## src/dramPkg.sv

```systemverilog
//==============================
// DRAM command stream types shared by the address generator and the top
//==============================

package dramPkg;

	// ==============================
	// address space
	// ==============================

	localparam int DramAddrWidth = 32;

	typedef logic [DramAddrWidth-1:0] dramAddrT;

	// address units covered by one burst
	localparam int BurstBytes = 64;

	// ==============================
	// commands
	// ==============================

	// single bit opcode, matches the request isRead bit
	typedef enum logic {
		dramWrite = 1'b0,
		dramRead = 1'b1
	} dramOpT;

	// one command per burst
	typedef struct packed {
		dramOpT op;
		dramAddrT addr;
	} dramCmd;

endpackage

```

## src/oramPkg.sv

```systemverilog
//==============================
// tree geometry and access request types for the path ORAM front end
// imported by the address generator, the config block and the top level
//==============================

package oramPkg;

	// ==============================
	// tree geometry
	// ==============================

	// widest leaf label supported by the datapath
	localparam int LeafWidthMax = 16;

	// leaf label, only the low treeDepth bits are used
	typedef logic [LeafWidthMax-1:0] leafT;

	// level number, root is level 0
	typedef logic [4:0] levelT;

	// heap order bucket index, one bit wider than a leaf
	typedef logic [LeafWidthMax:0] bucketIdxT;

	// bursts per bucket or per header
	typedef logic [7:0] burstCountT;

	// ==============================
	// requester side
	// ==============================

	// one path access as posted by the backend
	typedef struct packed {
		// 1 for read, 0 for write
		logic isRead;
		// only the bucket headers are touched
		logic headerOnly;
		leafT leaf;
	} accessReq;

endpackage

```

## src/accessConfig.sv

```systemverilog
//==============================
// config registers for the address generator
// base address, bucket bursts, header bursts, written by strobe
//==============================

module accessConfig
	import oramPkg::*, dramPkg::*;
(
	input logic Clock,
	input logic rstN,
	input logic cfgWrite,
	input logic [1:0] cfgSel,
	input logic [31:0] cfgData,
	input logic pathBusy,
	output dramAddrT baseAddr,
	output burstCountT bucketBursts,
	output burstCountT headerBursts
);

	// register select codes
	localparam logic [1:0] SelBase = 2'd0;
	localparam logic [1:0] SelBucket = 2'd1;
	localparam logic [1:0] SelHeader = 2'd2;

	// a bucket always has at least one burst
	function automatic burstCountT clampBursts(input logic [31:0] value);
		burstCountT low;
		low = value[7:0];
		return (low == '0) ? burstCountT'(1) : low;
	endfunction

	logic writeOk;

	// locked for the whole path walk
	assign writeOk = cfgWrite && !pathBusy;

	always_ff @(posedge Clock or negedge rstN) begin
		if (!rstN) begin
			baseAddr <= '0;
			bucketBursts <= burstCountT'(4);
			headerBursts <= burstCountT'(1);
		end else if (writeOk) begin
			case (cfgSel)
				SelBase: baseAddr <= dramAddrT'(cfgData);
				SelBucket: bucketBursts <= clampBursts(cfgData);
				SelHeader: headerBursts <= clampBursts(cfgData);
				// select 3 is unmapped
				default: ;
			endcase
		end
	end

endmodule

```

## src/bucketAddrGen.sv

```systemverilog
//==============================
// forms one DRAM command per burst for every bucket on a path
// pops a request when idle and pushes into the command FIFO
//==============================

module bucketAddrGen
	import oramPkg::*, dramPkg::*;
#(
	parameter int treeDepth = 6
) (
	input logic Clock,
	input logic rstN,
	input logic reqEmpty,
	input accessReq reqHead,
	output logic reqPop,
	input dramAddrT baseAddr,
	input burstCountT bucketBursts,
	input burstCountT headerBursts,
	input logic cmdFull,
	output logic cmdPush,
	output dramCmd cmdIn,
	output logic pathBusy
);

	// ==============================
	// walk state
	// ==============================

	logic active;
	// latched from the popped request
	dramOpT walkOp;
	logic walkHeader;
	burstCountT burstCnt;

	// from the level walker
	bucketIdxT bucketIdx;
	logic lastLevel;

	burstCountT burstsPerBucket;
	logic bucketDone;
	logic advance;

	// take a new request only between walks
	assign reqPop = !active && !reqEmpty;

	assign burstsPerBucket = walkHeader ? headerBursts : bucketBursts;
	assign bucketDone = (burstCnt == burstsPerBucket - 1'b1);

	// stall in place while the command FIFO is full
	assign cmdPush = active && !cmdFull;
	assign advance = cmdPush && bucketDone && !lastLevel;

	assign pathBusy = active;

	pathBucketIndex #(
		.treeDepth(treeDepth)
	) levelWalk (
		.Clock(Clock),
		.rstN(rstN),
		.restart(reqPop),
		.leaf(reqHead.leaf),
		.advance(advance),
		.level(),
		.bucketIdx(bucketIdx),
		.lastLevel(lastLevel)
	);

	// ==============================
	// address
	// ==============================

	dramAddrT burstOffset;

	// stride is always the full bucket, even in header mode
	assign burstOffset = dramAddrT'(bucketIdx) * dramAddrT'(bucketBursts)
		+ dramAddrT'(burstCnt);

	assign cmdIn.op = walkOp;
	assign cmdIn.addr = baseAddr + burstOffset * dramAddrT'(BurstBytes);

	// op and mode held for the whole walk
	always_ff @(posedge Clock) begin
		if (reqPop) begin
			walkOp <= reqHead.isRead ? dramRead : dramWrite;
			walkHeader <= reqHead.headerOnly;
		end
	end

	always_ff @(posedge Clock or negedge rstN) begin
		if (!rstN) begin
			active <= 1'b0;
			burstCnt <= '0;
		end else if (reqPop) begin
			active <= 1'b1;
			burstCnt <= '0;
		end else if (cmdPush) begin
			if (bucketDone) begin
				burstCnt <= '0;
				// last burst of the leaf bucket ends the walk
				if (lastLevel) begin
					active <= 1'b0;
				end
			end else begin
				burstCnt <= burstCnt + 1'b1;
			end
		end
	end

endmodule

```

## src/pathAccessTop.sv

```systemverilog
//==============================
// path address front end top level
// request FIFO, config block, address generator, command FIFO
//==============================

module pathAccessTop
	import oramPkg::*, dramPkg::*;
#(
	parameter int treeDepth = 6,
	parameter int reqDepth = 4,
	parameter int cmdDepth = 8
) (
	input logic Clock,
	input logic rstN,
	input logic reqWrite,
	input accessReq reqData,
	output logic reqFull,
	input logic cfgWrite,
	input logic [1:0] cfgSel,
	input logic [31:0] cfgData,
	output logic cmdValid,
	input logic cmdReady,
	output dramCmd cmd,
	output logic pathBusy
);

	// request side
	logic reqEmpty;
	logic reqPop;
	accessReq reqHead;

	// config levels
	dramAddrT baseAddr;
	burstCountT bucketBursts;
	burstCountT headerBursts;

	// command side
	logic cmdFull;
	logic cmdPush;
	logic cmdEmpty;
	dramCmd cmdIn;

	assign cmdValid = !cmdEmpty;

	// ==============================
	// request queue
	// ==============================

	syncFifo #(
		.payloadT(accessReq),
		.depth(reqDepth)
	) reqFifo (
		.Clock(Clock),
		.rstN(rstN),
		.push(reqWrite),
		.pushData(reqData),
		.full(reqFull),
		.pop(reqPop),
		.popData(reqHead),
		.empty(reqEmpty)
	);

	accessConfig cfgRegs (
		.Clock(Clock),
		.rstN(rstN),
		.cfgWrite(cfgWrite),
		.cfgSel(cfgSel),
		.cfgData(cfgData),
		.pathBusy(pathBusy),
		.baseAddr(baseAddr),
		.bucketBursts(bucketBursts),
		.headerBursts(headerBursts)
	);

	bucketAddrGen #(
		.treeDepth(treeDepth)
	) addrGen (
		.Clock(Clock),
		.rstN(rstN),
		.reqEmpty(reqEmpty),
		.reqHead(reqHead),
		.reqPop(reqPop),
		.baseAddr(baseAddr),
		.bucketBursts(bucketBursts),
		.headerBursts(headerBursts),
		.cmdFull(cmdFull),
		.cmdPush(cmdPush),
		.cmdIn(cmdIn),
		.pathBusy(pathBusy)
	);

	// ==============================
	// command queue to DRAM
	// ==============================

	// transfer on cmdValid and cmdReady
	syncFifo #(
		.payloadT(dramCmd),
		.depth(cmdDepth)
	) cmdFifo (
		.Clock(Clock),
		.rstN(rstN),
		.push(cmdPush),
		.pushData(cmdIn),
		.full(cmdFull),
		.pop(cmdValid && cmdReady),
		.popData(cmd),
		.empty(cmdEmpty)
	);

endmodule

```

## src/pathBucketIndex.sv

```systemverilog
//==============================
// walks a tree path from the root to the leaf in heap order
// restart latches the leaf, each advance descends one level
//==============================

module pathBucketIndex
	import oramPkg::*;
#(
	parameter int treeDepth = 6
) (
	input logic Clock,
	input logic rstN,
	input logic restart,
	input leafT leaf,
	input logic advance,
	output levelT level,
	output bucketIdxT bucketIdx,
	output logic lastLevel
);

	// remaining path bits, next one always at treeDepth-1
	leafT pathBits;
	logic nextBit;

	assign nextBit = pathBits[treeDepth-1];

	assign lastLevel = (level == levelT'(treeDepth));

	// path bits shift out msb first, no reset needed
	always_ff @(posedge Clock) begin
		if (restart) begin
			pathBits <= leaf;
		end else if (advance) begin
			pathBits <= pathBits << 1;
		end
	end

	// ==============================
	// level and heap index
	// ==============================

	always_ff @(posedge Clock or negedge rstN) begin
		if (!rstN) begin
			level <= '0;
			bucketIdx <= '0;
		end else if (restart) begin
			// root is index 0
			level <= '0;
			bucketIdx <= '0;
		end else if (advance && !lastLevel) begin
			level <= level + 1'b1;
			// left child 2i+1, right child 2i+2
			bucketIdx <= (bucketIdx << 1) + bucketIdxT'(1) + bucketIdxT'(nextBit);
		end
	end

endmodule

```

## src/syncFifo.sv

```systemverilog
//==============================
// synchronous FIFO with a type parameter for its payload
// push data shows up at the head one cycle later
//==============================

module syncFifo #(
	parameter type payloadT = logic [7:0],
	parameter int depth = 4
) (
	input logic Clock,
	input logic rstN,
	input logic push,
	input payloadT pushData,
	output logic full,
	input logic pop,
	output payloadT popData,
	output logic empty
);

	localparam int PtrWidth = (depth > 1) ? $clog2(depth) : 1;
	localparam int CountWidth = $clog2(depth + 1);

	// storage, no reset needed
	payloadT mem [depth];

	logic [PtrWidth-1:0] readPtr;
	logic [PtrWidth-1:0] writePtr;
	logic [CountWidth-1:0] count;

	logic doPush;
	logic doPop;

	assign full = (count == CountWidth'(depth));
	assign empty = (count == '0);

	// push while full only with a pop in the same cycle
	assign doPop = pop && !empty;
	assign doPush = push && (!full || doPop);

	assign popData = mem[readPtr];

	always_ff @(posedge Clock) begin
		if (doPush) begin
			mem[writePtr] <= pushData;
		end
	end

	// pointers and occupancy
	always_ff @(posedge Clock or negedge rstN) begin
		if (!rstN) begin
			readPtr <= '0;
			writePtr <= '0;
			count <= '0;
		end else begin
			if (doPush) begin
				// wrap at depth, which need not be a power of two
				writePtr <= (writePtr == PtrWidth'(depth - 1)) ? '0 : writePtr + 1'b1;
			end
			if (doPop) begin
				readPtr <= (readPtr == PtrWidth'(depth - 1)) ? '0 : readPtr + 1'b1;
			end
			if (doPush && !doPop) begin
				count <= count + 1'b1;
			end else if (doPop && !doPush) begin
				count <= count - 1'b1;
			end
		end
	end

endmodule
```

## config.mk

```make
export PLATFORM = sky130hd
export DESIGN_NAME = pathAccessTop
export DESIGN_NICKNAME = d
export VERILOG_FILES = /design/src/dramPkg.sv /design/src/oramPkg.sv /design/src/accessConfig.sv /design/src/bucketAddrGen.sv /design/src/pathAccessTop.sv /design/src/pathBucketIndex.sv /design/src/syncFifo.sv
export SDC_FILE = /design/constraint.sdc
export NUM_CORES = 1
export LEC_CHECK = 0
export ABC_AREA = 0
export BUFFER_PORTS_ARGS = -buffer_cell sky130_fd_sc_hd__buf_4
export CAP_MARGIN = 0
export CELL_PAD_IN_SITES_DETAIL_PLACEMENT = 0
export CELL_PAD_IN_SITES_GLOBAL_PLACEMENT = 2
export CORE_ASPECT_RATIO = 1.4
export CORE_MARGIN = 4
export CORE_UTILIZATION = 50
export CTS_BUF_LIST = sky130_fd_sc_hd__clkbuf_4 sky130_fd_sc_hd__clkbuf_8
export DETAILED_ROUTE_END_ITERATION = 12
export GPL_TIMING_DRIVEN = 0
export PLACE_DENSITY = 0.95
export SLEW_MARGIN = 20
export SYNTH_ARGS = -nofsm -noshare
export SYNTH_HDL_FRONTEND = slang
export SYNTH_SLANG_ARGS = --single-unit
```

## constraint.sdc

```tcl
create_clock -name Clock -period 14.7 [get_ports Clock]
set_input_delay 1.47 -clock Clock [delete_from_list [all_inputs] [get_ports Clock]]
set_output_delay 1.47 -clock Clock [all_outputs]
set_load 0.005 [all_outputs]
```

==> load_flow_metrics.sql <==
INSERT INTO impl_metrics (metric_group, metric, value, unit) VALUES
('floorplanning', 'fp.coreArea', '43950', 'sq um'),
('drt', 'via_count', '13084', ''),
('drt', 'initialDrtViolationCount', '905', ''),
('clock_tree', 'cts_buffers', '60', ''),
('placed_design', 'finalWeightedCongestion', '0.8002', ''),
('power_and_ir_drop', 'tot_pwr', '4.451', 'mW'),
('timing', 'worst-slew-pin-transition', '1.008', 'ns'),
('clock_tree', 'worstSkewPairLatency', '0.64', 'ns'),
('clock_tree', 'cts_repair_resize_count', '0', ''),
('floorplanning', 'floorplan.initialDensity', '50.42', '%'),
('cells_and_area', 'area.growth.synth_to_final', '13.00', '%'),
('timing', 'report.final.hold_viol_count', '0', ''),
('drt', 'drtPass1Iterations', '5', ''),
('clock_tree', 'maximum_level_of_the_cts_h_tree', '2', ''),
('flow_run', 'drv_cap', '0', ''),
('timing', 'final_min_period_over_clock_period', '58.78', '%'),
('timing', 'fin_worst_skew', '0.02931', 'ns'),
('placed_design', 'dp_slack', '6.052', 'ns'),
('timing', 'fin_worst_setup_slack', '6.059', 'ns'),
('worst_setup_path', 'critical_path_class', 'reg -> reg', ''),
('timing', 'max_freq', '0.1157', 'GHz'),
('timing', 'final.min_clock_period', '8.641', 'ns'),
('min_path', 'whs_path_depth', '1', ''),
('synth', 'post_synth_num_cell_types', '63', ''),
('synth', 'synth-warning-count', '0', ''),
('synth', 'synth_ff_type', 'edfxtp_1', ''),
('worst_setup_path', 'regToRegStartpoint', 'cfgRegs.bucketBursts[2]', ''),
('synth', 'syn_inst', '1633', ''),
('clock_tree', 'tritoncts_clock_tree', 'yes', ''),
('drt', 'ant_nets', '0', ''),
('timing', 'totalNegativeSetupSlack', '0', 'ns'),
('synth', 'synth_enable_flop_cells', '304', ''),
('floorplanning', 'die_height', '257.1', 'um'),
('timing', 'worst_slew_margin_rel', '32.77', '%'),
('grt', 'grt_start_max_net_pins', '97', ''),
('clock_tree', 'clock_pin_slew_reported_for_the_worst_setup_and_hold_paths_after_clock_tree_synthesis', '0.06', 'ns'),
('placed_design', 'place_area', '23780', 'sq um'),
('floorplanning', 'placement_rows', '91', ''),
('worst_setup_path', 'crit_top_cell', 'fa_1', ''),
('clock_tree', 'post_cts_hold_buffer_count', '0', ''),
('floorplanning', 'floorplan.die.width', '185.9', 'um'),
('clock_tree', 'cts.root.buffer_cell', 'clkbuf_8', ''),
('cells_and_area', 'num-nets-final', '2066', ''),
('grt', 'via_count_of_the_first_global_routing_pass', '13820', ''),
('cells_and_area', 'final_common_cell', 'edfxtp_1', ''),
('clock_tree', 'cts_num_sinks', '400', ''),
('clock_tree', 'post_cts_buffers', '0', ''),
('worst_setup_path', 'timing.critical_path.to_type', 'flip-flop', ''),
('min_path', 'timing.hold.worst.start', 'reqFifo.count[2]', ''),
('timing', 'final_setup_violation_count', '0', ''),
('grt', 'grt_first_pass_wirelength', '75.12', 'mm'),
('power_and_ir_drop', 'maximum_ir_drop_on_the_vdd_rail', '108.9', 'uV'),
('clock_tree', 'max-clock-path-buffers', '3', ''),
('cells_and_area', 'final_cell_mix', 'edfxtp_1, inv_1, nand2_1', ''),
('synth', 'synth-seq-area-share', '52.05', '%'),
('timing', 'setup_repair_after_global_routing_missed_its_margin', 'no', ''),
('worst_setup_path', 'crit_path_start', 'cfgRegs.bucketBursts[2]', ''),
('timing', 'drv_slew', '0', ''),
('drt', 'avgViaCountPerCell', '5.427', ''),
('floorplanning', 'die-area', '47800', 'sq um'),
('worst_setup_path', 'cp_slowest_stage_delay', '0.85', 'ns'),
('run_status', 'outcome', 'finished clean', ''),
('floorplanning', 'top_level_ports', '93', ''),
('worst_setup_path', 'worst_ep_required_time', '15.05', 'ns'),
('worst_setup_path', 'slowest_stage', 'a2111oi_0', ''),
('synth', 'postSynthAreaPerCell', '13.57', 'sq um'),
('grt', 'track_usage', '19.89', '%'),
('min_path', 'worstHoldPathType', 'reg -> reg', ''),
('worst_setup_path', 'cp_data_arrival_time', '8.99', 'ns'),
('placed_design', 'dp_hpwl', '35.11', 'mm'),
('synth', 'synth_fp_nets', '1895', '');
per-layer routing:
layer  up-vias  part of all wire, %  track usage, %
li1       6160                    -               -
met1      6592                   39           23.90
met2       253                   55           37.17
met3        79                  3.2           2.333
met4         0                  2.6           5.711
met5         -                    0               0
cell type report:
class	instances	area [sq um]
Clock buffer	83	1023
Antenna cell	1	2.502
Sequential cell	400	11530
Multi-Input combinational cell	1002	9788
Tap cell	558	698.2
Inverter	162	608.1
Clock inverter	27	235.2
Timing Repair Buffer	109	864.6
Fill cell	3530	18910
Buffer	69	285.3
cells in the mapped netlist, drive strengths merged, types with 5 or more instances:
cell / instances / area (sq um)
a211oi: 5 / 37.54
a21o: 22 / 165.2
a21oi: 50 / 250.2
a31oi: 7 / 43.79
and2: 112 / 700.7
and3: 11 / 68.82
buf: 12 / 70.07
clkbuf: 57 / 214.0
dfrtp: 94 / 2352
edfxtp: 304 / 9129
fa: 101 / 2022
ha: 104 / 1301
inv: 162 / 608.1
mux2: 83 / 934.7
mux2i: 8 / 83.83
mux4: 74 / 1667
nand2: 116 / 437.9
nand2b: 8 / 50.05
nand3: 39 / 195.2
nand4: 5 / 31.28
nor2: 38 / 142.6
nor3: 28 / 140.1
nor3b: 5 / 42.54
o21a: 8 / 60.06
o21ai: 52 / 260.3
o21bai: 5 / 37.54
or3: 6 / 37.54
xnor2: 50 / 445.4
xor2: 25 / 219.0
critical path: cells and delay by family (launching register included):
family | cells | cell delay (ns)
AOI/OAI and AO/OA | 8 | 2.23
buffers and inverters | 6 | 1.29
and+or+nand+nor | 6 | 1.11
adders and majority gates | 6 | 2.61
xor gates and xnor gates | 2 | 0.58
DFF | 1 | 0.54
sequential cells by signal (all words and copies together) (netlist names), 4 cells and up:
register                     flops
cfgRegs.bucketBursts             8
cmdFifo.mem                    264
addrGen.levelWalk.pathBits       6
addrGen.burstCnt                 8
addrGen.levelWalk.bucketIdx     17
cfgRegs.headerBursts             8
cmdFifo.count                    4
addrGen.levelWalk.level          5
reqFifo.mem                     32
cfgRegs.baseAddr                32
path summary, 6_finish.rpt:
path / slack, ns / to
worst min-delay path: 0.49 / reqFifo.count[2]
worst max register to register: 6.06 / cmdFifo.mem[3][31]
max in group asynchronous: 13.07 / addrGen.levelWalk.bucketIdx[13]
worst min register to register: 0.49 / reqFifo.count[2]
min in group asynchronous: 0.92 / cfgRegs.baseAddr[21]
worst max-delay path: 6.06 / cmdFifo.mem[3][31]
cells by family after synthesis:
kind of cell	Yosys count	share of synthesized area, %
adders and majority gates	205	15.00
AOI/OAI and AO/OA	176	4.924
buffers and inverters	231	4.026
xor gates and xnor gates	75	2.998
and+or+nand+nor	381	8.888
muxes	165	12.12
DFF	400	52.05
power breakdown:
part	leakage [nW]	switching, mW	internal (mW)
Clock	0.661	0.431	0.509
Combinational	5.62	0.900	0.753
Sequential	4.06	0.142	1.72
per-stage QoR:
stage | util, % | hold slack, ns | std cells
2_1_floorplan | - | 0.4543 | 1633
3_3_place_gp | 53.41 | 0.4724 | 2273
3_5_place_dp | 54.10 | 0.4781 | 2300
4_1_cts | 56.96 | 0.4924 | 2410
5_1_grt | 56.97 | 0.5255 | 2411
6_report | 56.97 | 0.4877 | 2411
Power figures use the tool's default switching activity.
